--- src/common/rv32_isa_pkg.sv ---
package rv32_isa_pkg;

  typedef enum logic [6:0] {
    OPC_HALT   = 7'b0000000,
    OPC_LUI    = 7'b0110111,
    OPC_AUIPC  = 7'b0010111,
    OPC_JAL    = 7'b1101111,
    OPC_JALR   = 7'b1100111,
    OPC_BRANCH = 7'b1100011,
    OPC_LOAD   = 7'b0000011,
    OPC_STORE  = 7'b0100011,
    OPC_OP_IMM = 7'b0010011,
    OPC_OP     = 7'b0110011
  } opcode_t;

  localparam int unsigned OPC_LSB = 0;
  localparam int unsigned RD_LSB  = 7;
  localparam int unsigned F3_LSB  = 12;
  localparam int unsigned RS1_LSB = 15;
  localparam int unsigned RS2_LSB = 20;
  localparam int unsigned ALT_BIT = 30; // sub / sra select

  // OP and OP-IMM
  localparam logic [2:0] F3_ADD  = 3'd0;
  localparam logic [2:0] F3_SLL  = 3'd1;
  localparam logic [2:0] F3_SLT  = 3'd2;
  localparam logic [2:0] F3_SLTU = 3'd3;
  localparam logic [2:0] F3_XOR  = 3'd4;
  localparam logic [2:0] F3_SR   = 3'd5;
  localparam logic [2:0] F3_OR   = 3'd6;
  localparam logic [2:0] F3_AND  = 3'd7;

  localparam logic [2:0] F3_BEQ  = 3'd0;
  localparam logic [2:0] F3_BNE  = 3'd1;
  localparam logic [2:0] F3_BLT  = 3'd4;
  localparam logic [2:0] F3_BGE  = 3'd5;
  localparam logic [2:0] F3_BLTU = 3'd6;
  localparam logic [2:0] F3_BGEU = 3'd7;

  localparam logic [2:0] F3_LW   = 3'd2;
  localparam logic [2:0] F3_LBU  = 3'd4;
  localparam logic [2:0] F3_LHU  = 3'd5;
  localparam logic [2:0] F3_SB   = 3'd0;
  localparam logic [2:0] F3_SH   = 3'd1;
  localparam logic [2:0] F3_SW   = 3'd2;

  localparam logic [1:0] FLAG_ZERO = 2'd0; // temp bits after a subtract
  localparam logic [1:0] FLAG_LT   = 2'd1;
  localparam logic [1:0] FLAG_LTU  = 2'd2;

  typedef logic [1:0] step_t;

endpackage

--- src/common/cpu_ctrl_pkg.sv ---
package cpu_ctrl_pkg;

  typedef enum logic [1:0] {
    PC_NEXT = 2'd0,
    PC_INIT = 2'd1, // init address
    PC_ALU  = 2'd3  // also routes the memory address
  } pc_sel_t;

  typedef enum logic [1:0] {
    A_RS1 = 2'd0,
    A_PC  = 2'd1
  } opnd_a_t;

  typedef enum logic [1:0] {
    B_RS2  = 2'd0,
    B_IMM  = 2'd1,
    B_TEMP = 2'd2
  } opnd_b_t;

  typedef enum logic [2:0] {
    WD_ALU  = 3'd0,
    WD_MEM  = 3'd1,
    WD_ALU4 = 3'd2,
    WD_TEMP = 3'd3,
    WD_LT   = 3'd4,
    WD_LTU  = 3'd5
  } wd_sel_t;

  typedef enum logic [2:0] {
    FMT_I = 3'd0,
    FMT_S = 3'd1,
    FMT_B = 3'd2,
    FMT_U = 3'd3,
    FMT_J = 3'd4
  } imm_fmt_t;

  // {cin, arith, sel[3:0]}
  typedef enum logic [5:0] {
    ALU_ADD    = 6'b01_0000,
    ALU_SUB    = 6'b01_0011,
    ALU_PASS_B = 6'b00_0011,
    ALU_SLL    = 6'b01_0110,
    ALU_SRL    = 6'b01_0100,
    ALU_SRA    = 6'b11_0100,
    ALU_OR     = 6'b00_0100,
    ALU_AND    = 6'b00_1000,
    ALU_XOR    = 6'b00_1100,
    ALU_ONES   = 6'b01_1111  // all-ones mask
  } alu_op_t;

  typedef enum logic [2:0] {
    MEM_RB = 3'b000,
    MEM_RH = 3'b001,
    MEM_RW = 3'b010,
    MEM_WB = 3'b100,
    MEM_WH = 3'b101,
    MEM_WW = 3'b110
  } mem_cmd_t;

  typedef struct packed {
    logic       rf_we;
    logic       rf_pc_we;
    logic       temp_we;
    logic       temp_sel;
    logic       memctrl_en;
    pc_sel_t    pc_sel;
    opnd_a_t    a_sel;
    opnd_b_t    b_sel;
    wd_sel_t    wd_sel;
    imm_fmt_t   format;
    alu_op_t    alu_op;
    mem_cmd_t   mem_cmd;
    logic [4:0] ra1;
    logic [4:0] ra2;
    logic [4:0] wa;
  } ctrl_t;

  localparam ctrl_t CTRL_IDLE = '{
    rf_we:      1'b0,
    rf_pc_we:   1'b0,
    temp_we:    1'b0,
    temp_sel:   1'b0,
    memctrl_en: 1'b0,
    pc_sel:     PC_NEXT,
    a_sel:      A_RS1,
    b_sel:      B_RS2,
    wd_sel:     WD_ALU,
    format:     FMT_I,
    alu_op:     ALU_ADD,
    mem_cmd:    MEM_RW,
    ra1:        5'd0,
    ra2:        5'd0,
    wa:         5'd0
  };

  // idle word with register addresses from the instruction
  function automatic ctrl_t idle_word(input logic [31:0] instr);
    ctrl_t c;
    c     = CTRL_IDLE;
    c.ra1 = instr[rv32_isa_pkg::RS1_LSB +: 5];
    c.ra2 = instr[rv32_isa_pkg::RS2_LSB +: 5];
    c.wa  = instr[rv32_isa_pkg::RD_LSB +: 5];
    return c;
  endfunction

  // pc update plus next fetch request
  function automatic ctrl_t with_fetch(input ctrl_t c);
    ctrl_t r;
    r            = c;
    r.rf_pc_we   = 1'b1;
    r.memctrl_en = 1'b1;
    r.mem_cmd    = MEM_RW;
    return r;
  endfunction

endpackage

--- src/common/exec_if.sv ---
interface exec_if;

  logic                 valid;
  rv32_isa_pkg::step_t  step;
  logic                 claim;
  cpu_ctrl_pkg::ctrl_t  ctrl;
  logic                 last;
  logic                 hold;

  modport seq (
    output valid, step,
    input  claim, ctrl, last, hold
  );

  modport dec (
    input  valid, step,
    output claim, ctrl, last, hold
  );

endinterface

--- src/decode/integer_decoder.sv ---
module integer_decoder (
  input logic [31:0] instr,
  exec_if.dec        x
);

  rv32_isa_pkg::opcode_t opc;
  logic [2:0]            f3;
  logic                  alt;
  cpu_ctrl_pkg::ctrl_t   c;
  logic                  claim;
  logic                  last;
  logic                  hold;

  assign opc = rv32_isa_pkg::opcode_t'(instr[rv32_isa_pkg::OPC_LSB +: 7]);
  assign f3  = instr[rv32_isa_pkg::F3_LSB +: 3];
  assign alt = instr[rv32_isa_pkg::ALT_BIT];

  always_comb begin
    c     = cpu_ctrl_pkg::idle_word(instr);
    claim = 1'b0;
    last  = 1'b0;
    hold  = 1'b0;
    case (opc)
      rv32_isa_pkg::OPC_OP, rv32_isa_pkg::OPC_OP_IMM: begin
        claim = x.valid;
        if (opc == rv32_isa_pkg::OPC_OP_IMM) begin
          c.b_sel  = cpu_ctrl_pkg::B_IMM;
          c.format = cpu_ctrl_pkg::FMT_I;
        end
        case (f3)
          rv32_isa_pkg::F3_ADD: begin
            c.alu_op = (opc == rv32_isa_pkg::OPC_OP && alt) ? cpu_ctrl_pkg::ALU_SUB
                                                           : cpu_ctrl_pkg::ALU_ADD;
          end
          rv32_isa_pkg::F3_SLL: c.alu_op = cpu_ctrl_pkg::ALU_SLL;
          rv32_isa_pkg::F3_SLT: begin
            c.alu_op = cpu_ctrl_pkg::ALU_SUB;
            c.wd_sel = cpu_ctrl_pkg::WD_LT;
          end
          rv32_isa_pkg::F3_SLTU: begin
            c.alu_op = cpu_ctrl_pkg::ALU_SUB;
            c.wd_sel = cpu_ctrl_pkg::WD_LTU;
          end
          rv32_isa_pkg::F3_XOR: c.alu_op = cpu_ctrl_pkg::ALU_XOR;
          rv32_isa_pkg::F3_SR:  c.alu_op = alt ? cpu_ctrl_pkg::ALU_SRA : cpu_ctrl_pkg::ALU_SRL;
          rv32_isa_pkg::F3_OR:  c.alu_op = cpu_ctrl_pkg::ALU_OR;
          default:              c.alu_op = cpu_ctrl_pkg::ALU_AND;
        endcase
        c.rf_we = 1'b1;
        c       = cpu_ctrl_pkg::with_fetch(c);
        last    = 1'b1;
      end
      rv32_isa_pkg::OPC_LUI, rv32_isa_pkg::OPC_AUIPC: begin
        claim    = x.valid;
        c.format = cpu_ctrl_pkg::FMT_U;
        c.b_sel  = cpu_ctrl_pkg::B_IMM;
        if (opc == rv32_isa_pkg::OPC_AUIPC) begin
          c.a_sel  = cpu_ctrl_pkg::A_PC; // pc + imm
          c.alu_op = cpu_ctrl_pkg::ALU_ADD;
        end else begin
          c.alu_op = cpu_ctrl_pkg::ALU_PASS_B;
        end
        c.rf_we = 1'b1;
        c       = cpu_ctrl_pkg::with_fetch(c);
        last    = 1'b1;
      end
      rv32_isa_pkg::OPC_HALT: begin
        claim = x.valid;
        c     = cpu_ctrl_pkg::CTRL_IDLE;
        hold  = 1'b1; // parked for good
      end
      default: ;
    endcase
  end

  assign x.claim = claim;
  assign x.ctrl  = c;
  assign x.last  = last;
  assign x.hold  = hold;

endmodule

--- src/decode/flow_decoder.sv ---
module flow_decoder (
  input logic [31:0] instr,
  input logic [31:0] temp,
  exec_if.dec        x
);

  rv32_isa_pkg::opcode_t opc;
  logic [2:0]            f3;
  logic                  taken;
  cpu_ctrl_pkg::ctrl_t   c;
  logic                  claim;
  logic                  last;

  assign opc = rv32_isa_pkg::opcode_t'(instr[rv32_isa_pkg::OPC_LSB +: 7]);
  assign f3  = instr[rv32_isa_pkg::F3_LSB +: 3];

  always_comb begin
    case (f3)
      rv32_isa_pkg::F3_BEQ:  taken = temp[rv32_isa_pkg::FLAG_ZERO];
      rv32_isa_pkg::F3_BNE:  taken = !temp[rv32_isa_pkg::FLAG_ZERO];
      rv32_isa_pkg::F3_BLT:  taken = temp[rv32_isa_pkg::FLAG_LT];
      rv32_isa_pkg::F3_BGE:  taken = !temp[rv32_isa_pkg::FLAG_LT];
      rv32_isa_pkg::F3_BLTU: taken = temp[rv32_isa_pkg::FLAG_LTU];
      rv32_isa_pkg::F3_BGEU: taken = !temp[rv32_isa_pkg::FLAG_LTU];
      default:               taken = 1'b0;
    endcase
  end

  always_comb begin
    c     = cpu_ctrl_pkg::idle_word(instr);
    claim = 1'b0;
    last  = 1'b0;
    case (opc)
      rv32_isa_pkg::OPC_JAL: begin
        claim    = x.valid;
        c.format = cpu_ctrl_pkg::FMT_J;
        c.a_sel  = cpu_ctrl_pkg::A_PC;
        c.b_sel  = cpu_ctrl_pkg::B_IMM;
        c.pc_sel = cpu_ctrl_pkg::PC_ALU;
        c.wd_sel = cpu_ctrl_pkg::WD_ALU4; // link = target + 4
        c.rf_we  = 1'b1;
        c        = cpu_ctrl_pkg::with_fetch(c);
        last     = 1'b1;
      end
      rv32_isa_pkg::OPC_JALR: begin
        claim = x.valid;
        case (x.step)
          2'd0: begin
            c.ra1     = 5'd0;
            c.alu_op  = cpu_ctrl_pkg::ALU_ONES; // lsb clear mask
            c.temp_we = 1'b1;
          end
          2'd1: begin
            c.b_sel = cpu_ctrl_pkg::B_IMM; // rd <= rs1 + imm
            c.rf_we = 1'b1;
          end
          default: begin
            c.ra1    = instr[rv32_isa_pkg::RD_LSB +: 5];
            c.b_sel  = cpu_ctrl_pkg::B_TEMP;
            c.alu_op = cpu_ctrl_pkg::ALU_AND;
            c.pc_sel = cpu_ctrl_pkg::PC_ALU;
            c.wd_sel = cpu_ctrl_pkg::WD_ALU4;
            c.rf_we  = 1'b1;
            c        = cpu_ctrl_pkg::with_fetch(c);
            last     = 1'b1;
          end
        endcase
      end
      rv32_isa_pkg::OPC_BRANCH: begin
        claim = x.valid;
        if (x.step == 2'd0) begin
          c.alu_op   = cpu_ctrl_pkg::ALU_SUB;
          c.temp_sel = 1'b1; // flags into temp
          c.temp_we  = 1'b1;
        end else begin
          if (taken) begin
            c.format = cpu_ctrl_pkg::FMT_B;
            c.a_sel  = cpu_ctrl_pkg::A_PC;
            c.b_sel  = cpu_ctrl_pkg::B_IMM;
            c.pc_sel = cpu_ctrl_pkg::PC_ALU;
          end
          c    = cpu_ctrl_pkg::with_fetch(c);
          last = 1'b1;
        end
      end
      default: ;
    endcase
  end

  assign x.claim = claim;
  assign x.ctrl  = c;
  assign x.last  = last;
  assign x.hold  = 1'b0;

endmodule

--- src/decode/memory_decoder.sv ---
module memory_decoder (
  input logic [31:0] instr,
  input logic        memctrl_ready,
  exec_if.dec        x
);

  rv32_isa_pkg::opcode_t  opc;
  logic [2:0]             f3;
  logic                   is_load;
  logic                   is_store;
  logic                   kept;
  cpu_ctrl_pkg::mem_cmd_t cmd;
  cpu_ctrl_pkg::ctrl_t    access;
  cpu_ctrl_pkg::ctrl_t    c;
  logic                   claim;
  logic                   last;
  logic                   hold;

  assign opc      = rv32_isa_pkg::opcode_t'(instr[rv32_isa_pkg::OPC_LSB +: 7]);
  assign f3       = instr[rv32_isa_pkg::F3_LSB +: 3];
  assign is_load  = (opc == rv32_isa_pkg::OPC_LOAD);
  assign is_store = (opc == rv32_isa_pkg::OPC_STORE);

  always_comb begin
    kept = 1'b1;
    cmd  = cpu_ctrl_pkg::MEM_RW;
    if (is_load) begin
      case (f3)
        rv32_isa_pkg::F3_LW:  cmd = cpu_ctrl_pkg::MEM_RW;
        rv32_isa_pkg::F3_LBU: cmd = cpu_ctrl_pkg::MEM_RB;
        rv32_isa_pkg::F3_LHU: cmd = cpu_ctrl_pkg::MEM_RH;
        default:              kept = 1'b0; // signed byte/half left unclaimed
      endcase
    end else begin
      case (f3)
        rv32_isa_pkg::F3_SB: cmd = cpu_ctrl_pkg::MEM_WB;
        rv32_isa_pkg::F3_SH: cmd = cpu_ctrl_pkg::MEM_WH;
        rv32_isa_pkg::F3_SW: cmd = cpu_ctrl_pkg::MEM_WW;
        default:             kept = 1'b0;
      endcase
    end
  end

  // rs1 + imm routed to the memory address through the pc mux
  always_comb begin
    access            = cpu_ctrl_pkg::idle_word(instr);
    access.format     = is_store ? cpu_ctrl_pkg::FMT_S : cpu_ctrl_pkg::FMT_I;
    access.b_sel      = cpu_ctrl_pkg::B_IMM;
    access.pc_sel     = cpu_ctrl_pkg::PC_ALU;
    access.mem_cmd    = cmd;
    access.memctrl_en = 1'b1;
  end

  always_comb begin
    c     = cpu_ctrl_pkg::idle_word(instr);
    claim = 1'b0;
    last  = 1'b0;
    hold  = 1'b0;
    if ((is_load || is_store) && kept) begin
      claim = x.valid;
      if (is_load && x.step == 2'd0) begin
        c = access;
      end else if (is_store && x.step == 2'd0) begin
        c.alu_op  = cpu_ctrl_pkg::ALU_PASS_B; // temp <= rs2
        c.temp_we = 1'b1;
      end else if (is_store && x.step == 2'd1) begin
        c = access;
      end else if (memctrl_ready) begin
        if (is_load) begin
          c.wd_sel = cpu_ctrl_pkg::WD_MEM;
          c.rf_we  = 1'b1;
        end
        c    = cpu_ctrl_pkg::with_fetch(c);
        last = 1'b1;
      end else begin
        c    = access; // wait on controller
        hold = 1'b1;
      end
    end
  end

  assign x.claim = claim;
  assign x.ctrl  = c;
  assign x.last  = last;
  assign x.hold  = hold;

endmodule

--- src/hdl/control_sequencer.sv ---
module control_sequencer (
  input  logic                clk,
  input  logic                rst,
  input  logic                start,
  input  logic                memctrl_ready,
  exec_if.seq                 int_x,
  exec_if.seq                 flow_x,
  exec_if.seq                 mem_x,
  output cpu_ctrl_pkg::ctrl_t ctrl,
  output logic                instr_we
);

  typedef enum logic [1:0] {
    PH_IDLE,
    PH_FETCH,
    PH_EXEC
  } phase_t;

  phase_t              phase;
  rv32_isa_pkg::step_t step;
  logic                exec;
  logic                last;
  logic                hold;

  assign exec = (phase == PH_EXEC);

  assign int_x.valid  = exec;
  assign int_x.step   = step;
  assign flow_x.valid = exec;
  assign flow_x.step  = step;
  assign mem_x.valid  = exec;
  assign mem_x.step   = step;

  always_comb begin
    ctrl     = cpu_ctrl_pkg::CTRL_IDLE;
    instr_we = 1'b0;
    last     = 1'b0;
    hold     = 1'b0;
    case (phase)
      PH_IDLE: if (start) begin
        ctrl        = cpu_ctrl_pkg::with_fetch(cpu_ctrl_pkg::CTRL_IDLE);
        ctrl.pc_sel = cpu_ctrl_pkg::PC_INIT;
      end
      PH_FETCH: begin
        ctrl.memctrl_en = 1'b1; // keep request up until ready
        instr_we        = memctrl_ready;
      end
      default: begin
        if (int_x.claim) begin
          ctrl = int_x.ctrl;
          last = int_x.last;
          hold = int_x.hold;
        end else if (flow_x.claim) begin
          ctrl = flow_x.ctrl;
          last = flow_x.last;
          hold = flow_x.hold;
        end else if (mem_x.claim) begin
          ctrl = mem_x.ctrl;
          last = mem_x.last;
          hold = mem_x.hold;
        end else begin
          ctrl = cpu_ctrl_pkg::with_fetch(cpu_ctrl_pkg::CTRL_IDLE); // skip unknown
          last = 1'b1;
        end
      end
    endcase
  end

  always_ff @(posedge clk) begin
    if (rst) begin
      phase <= PH_IDLE;
      step  <= '0;
    end else begin
      case (phase)
        PH_IDLE: if (start) phase <= PH_FETCH;
        PH_FETCH: if (memctrl_ready) begin
          phase <= PH_EXEC;
          step  <= '0;
        end
        default: if (last) begin
          phase <= PH_FETCH;
        end else if (!hold) begin
          step <= step + 2'd1;
        end
      endcase
    end
  end

endmodule

--- src/hdl/cpu_control.sv ---
module cpu_control (
  input  logic                   clk,
  input  logic                   rst,
  input  logic                   start,
  input  logic                   memctrl_ready,
  input  logic [31:0]            instr,
  input  logic [31:0]            temp,
  output logic                   instr_we,
  output logic                   rf_we,
  output logic                   rf_pc_we,
  output logic                   temp_we,
  output logic                   temp_sel,
  output logic                   memctrl_en,
  output cpu_ctrl_pkg::mem_cmd_t memctrl_cmd,
  output cpu_ctrl_pkg::pc_sel_t  pc_sel,
  output cpu_ctrl_pkg::opnd_a_t  a_sel,
  output cpu_ctrl_pkg::opnd_b_t  b_sel,
  output cpu_ctrl_pkg::wd_sel_t  wd_sel,
  output cpu_ctrl_pkg::imm_fmt_t format,
  output cpu_ctrl_pkg::alu_op_t  alu_op,
  output logic [4:0]             rf_ra1,
  output logic [4:0]             rf_ra2,
  output logic [4:0]             rf_wa
);

  cpu_ctrl_pkg::ctrl_t ctrl;

  exec_if int_x ();
  exec_if flow_x ();
  exec_if mem_x ();

  control_sequencer i_seq (
    .clk           (clk),
    .rst           (rst),
    .start         (start),
    .memctrl_ready (memctrl_ready),
    .int_x         (int_x),
    .flow_x        (flow_x),
    .mem_x         (mem_x),
    .ctrl          (ctrl),
    .instr_we      (instr_we)
  );

  integer_decoder i_int (.instr(instr), .x(int_x));

  flow_decoder i_flow (.instr(instr), .temp(temp), .x(flow_x));

  memory_decoder i_mem (.instr(instr), .memctrl_ready(memctrl_ready), .x(mem_x));

  assign rf_we       = ctrl.rf_we;
  assign rf_pc_we    = ctrl.rf_pc_we;
  assign temp_we     = ctrl.temp_we;
  assign temp_sel    = ctrl.temp_sel;
  assign memctrl_en  = ctrl.memctrl_en;
  assign memctrl_cmd = ctrl.mem_cmd;
  assign pc_sel      = ctrl.pc_sel;
  assign a_sel       = ctrl.a_sel;
  assign b_sel       = ctrl.b_sel;
  assign wd_sel      = ctrl.wd_sel;
  assign format      = ctrl.format;
  assign alu_op      = ctrl.alu_op;
  assign rf_ra1      = ctrl.ra1;
  assign rf_ra2      = ctrl.ra2;
  assign rf_wa       = ctrl.wa;

endmodule

--- config.mk ---
export PLATFORM = sky130hd
export DESIGN_NAME = cpu_control
export DESIGN_NICKNAME = d
export VERILOG_FILES = /design/src/common/rv32_isa_pkg.sv /design/src/common/cpu_ctrl_pkg.sv /design/src/common/exec_if.sv /design/src/decode/integer_decoder.sv /design/src/decode/flow_decoder.sv /design/src/decode/memory_decoder.sv /design/src/hdl/control_sequencer.sv /design/src/hdl/cpu_control.sv
export SDC_FILE = /design/constraint.sdc
export NUM_CORES = 1
export LEC_CHECK = 0
export ABC_CLOCK_PERIOD_IN_PS = 4350
export BUFFER_PORTS_ARGS = -buffer_cell sky130_fd_sc_hd__buf_4
export CAP_MARGIN = 20
export CELL_PAD_IN_SITES_DETAIL_PLACEMENT = 1
export CELL_PAD_IN_SITES_GLOBAL_PLACEMENT = 1
export CORE_MARGIN = 8
export CORE_UTILIZATION = 25
export DETAILED_ROUTE_END_ITERATION = 10
export HOLD_SLACK_MARGIN = 0.06
export PLACE_DENSITY_LB_ADDON = 0.1
export SKIP_LAST_GASP = 1
export SYNTH_ARGS = -nofsm -noshare
export SYNTH_HDL_FRONTEND = slang
export SYNTH_SLANG_ARGS = --single-unit
--- constraint.sdc ---
create_clock -name clk -period 4.35 [get_ports clk]
set_input_delay 0.435 -clock clk [delete_from_list [all_inputs] [get_ports clk]]
set_output_delay 0.435 -clock clk [all_outputs]
set_load 0.1 [all_outputs]
==> results.py <==
metrics = {
    "synth": {
        "ys_seq_area_share_pct": 6.517,
        "yosys.area_share.simple_pct": 43.38,
        "synth-edff-count": 0,
        "async_flop_share_pct": 0,
        "synth-compound-area-share_pct": 34.32,
        "synth_cells": 194,
        "synth.area.top_cells": "o21ai_0 (6.9%), and2_1 (6.6%), dfxtp_1 (6.5%)",
        "yosysTopAreaCell": "o21ai_0",
        "synth_top_family_by_area": "simple AND/OR/NAND/NOR gates",
        "avgSynthCellArea_um2": 6.333,
        "syn_nets": 265,
        "synthXorXnorAreaFrac_pct": 2.138,
        "synth_cell_types": 54,
        "yosysWarnings": 0,
        "synth-seq-cells": 4,
        "syn_area_mm2": 0.001229,
        "synth_common_cells": "nand2_1 (18), nor2_1 (18), o21ai_0 (17)",
        "synth.area.mux_share_pct": 3.360,
        "ys.flop_type": "dfxtp_1",
        "synth-adder-area-share_pct": 3.055,
        "synth_top_cell_area_share_pct": 6.925,
    },
    "pwr": {
        "p_per_area_mw_per_mm2": 117.8,
        "p_leak_nw": 0.8792,
        "ir_drop_mv": 0.2888,
    },
    "final_layout": {
        "drive_gt1_share_pct": 34.75,
        "antenna_cells": 0,
        "post-route-util_pct": 39.34,
        "fin_cells": 326,
        "area_delta_synth_final_pct": 51.22,
        "nets": 332,
    },
    "setup_path": {
        "startpoint_type": "primary input",
        "critPathKind": "primary input to primary output",
        "r2r_slack_ns": 2.16,
        "r2r_start": "i_seq.phase[1]",
        "crit_arrival_ns": 2.52,
        "ff2ff_path_depth": 5,
        "worstPathRequired_ns": 3.91,
        "end_kind": "primary output",
        "crit_path_start": "instr[0]",
        "cp_max_fo": 11,
    },
    "grt": {
        "grt.total_usage_pct": 13.94,
        "grt_antenna_before_repair": 0,
        "grt_pass1_wl_mm": 8.514,
        "grt_max_degree": 15,
        "overflow": 0,
        "grt_pass1_vias": 1696,
    },
    "sta": {
        "post-route-min-period_ns": 2.958,
        "max_slew_margin_pct": 60.97,
        "final-setup-viol-count": 0,
        "finalHoldViolCount": 0,
        "skew_ns": 0.0004479,
        "max_freq_mhz": 338.1,
        "post-route-period-util_pct": 68.00,
        "rsz0062_at_grt": "false",
        "totalNegativeSetupSlack_ns": 0,
        "drv_slew": 0,
        "tightest_slew_ns": 0.5801,
        "worst_slack_ns": 1.392,
    },
    "min_path": {
        "hold_class": "primary input to register",
        "hold_depth": 2,
        "min_from": "rst",
    },
    "cts": {
        "ctsResizeCount": 0,
        "clock_latency_ns": 0.21,
        "cts.sinks": 4,
        "cts_hold_buf": 0,
        "cts_max_path_buffers": 2,
        "cts_buffers": 3,
        "cts_max_level": 1,
        "clkTransAtPathRegs_ns": 0.03,
        "cts_tree": "yes",
        "cts_setup_buffers": 0,
        "root_buffer": "clkbuf_8",
    },
    "drt": {
        "drt-pass1-iter-count": 4,
        "viasPerCell": 5.101,
        "wl_per_cell_um": 16.51,
        "antenna_left": 0,
        "via_count": 1663,
        "post-route-drc-count": 0,
        "routed_wl_mm": 5.383,
        "drt_iter0_markers": 88,
    },
    "status": {
        "outcome": "complete, no violations",
    },
    "die": {
        "start_util_pct": 26.01,
        "pin_count": 110,
        "die_h_um": 86.11,
        "fp-row-count": 25,
        "core-area_mm2": 0.004723,
        "dieArea_mm2": 0.007414,
        "dieWidth_um": 86.11,
    },
    "placement": {
        "dpl.cell_count": 323,
        "dp_worst_setup_slack_ns": 1.374,
        "gp_congestion": 0.8311,
        "port_buffers": 73,
        "hpwl_mm": 4.551,
    },
    "flow_run": {
        "cap_violations": 0,
    },
}
## power by group
part / internal [mW] / total (mW) / switching, mW
clock network: 0.0588 / 0.0756 / 0.0168
logic: 0.0366 / 0.103 / 0.0661
registers: 0.0381 / 0.0406 / 0.00248
## registers in the layout, summed over array words and instances (netlist names)
signal	count
i_seq.flow_x.step	2
i_seq.phase	2
## layer usage
layer | wire, um | global-route usage [%] | vias to the layer above
met5 | 0 | 0 | -
met4 | 0 | 0.9554 | 0
met3 | 399 | 3.438 | 0
met2 | 2452 | 22.88 | 51
met1 | 2531 | 18.44 | 785
li1 | - | - | 827
## metrics by stage
step                hold WS [ns]  power [mW]  cell area [um2]
finish                    0.4232      0.2189             1858
global placement          0.5612      0.1437             1817
detailed placement        0.5769      0.1437             1817
global route              0.4347      0.2305             1858
CTS                       0.4235      0.2211             1858
floorplan                 0.5041      0.1041             1236
## final cells by class
class,count,area [um2]
fillers,631,2865
multi-input cells,170,1071
repair buffers,73,548.0
well taps,67,83.83
flip-flops and latches,4,80.08
clock buffers,3,41.29
inverters,9,33.78
## worst paths after layout
check                               to
hold reg to reg   i_seq.flow_x.step[0]
setup reg to reg  i_seq.flow_x.step[0]
hold / removal          i_seq.phase[1]
setup / recovery             rf_ra2[4]
## logic make-up after synthesis
| group | count (synthesis) |
|---|---|
| buf+inv | 20 |
| compound gates | 63 |
| other cells | 1 |
| mux | 4 |
| flops | 4 |
| simple gates | 96 |
| fa+ha+maj | 3 |
| xor+xnor | 3 |
## placed cells by master, fill, tap and decap left out, drive strengths merged, types with 2 or more instances in the layout
cell	count
nor3	9
o211a	2
o21a	3
clkbuf	3
o21ai	19
xnor2	2
a21o	7
ha	3
a21oi	15
nand2	18
or2	3
inv	9
and2	13
nand3	6
buf	73
and3	5
mux2i	3
a22o	2
nand2b	9
or3	2
dfxtp	4
a31oi	2
and3b	2
nor4	5
nor2	18
a31o	2
o211ai	2
nand3b	2
## critical path, cell delays in order
cell	delay (ns)
buf_4	0.09
and2_1	0.26
nand3_1	0.40
or2_2	0.47
a31oi_2	0.39
and2_1	0.19
buf_4	0.29
Power figures use the tool's default switching activity.
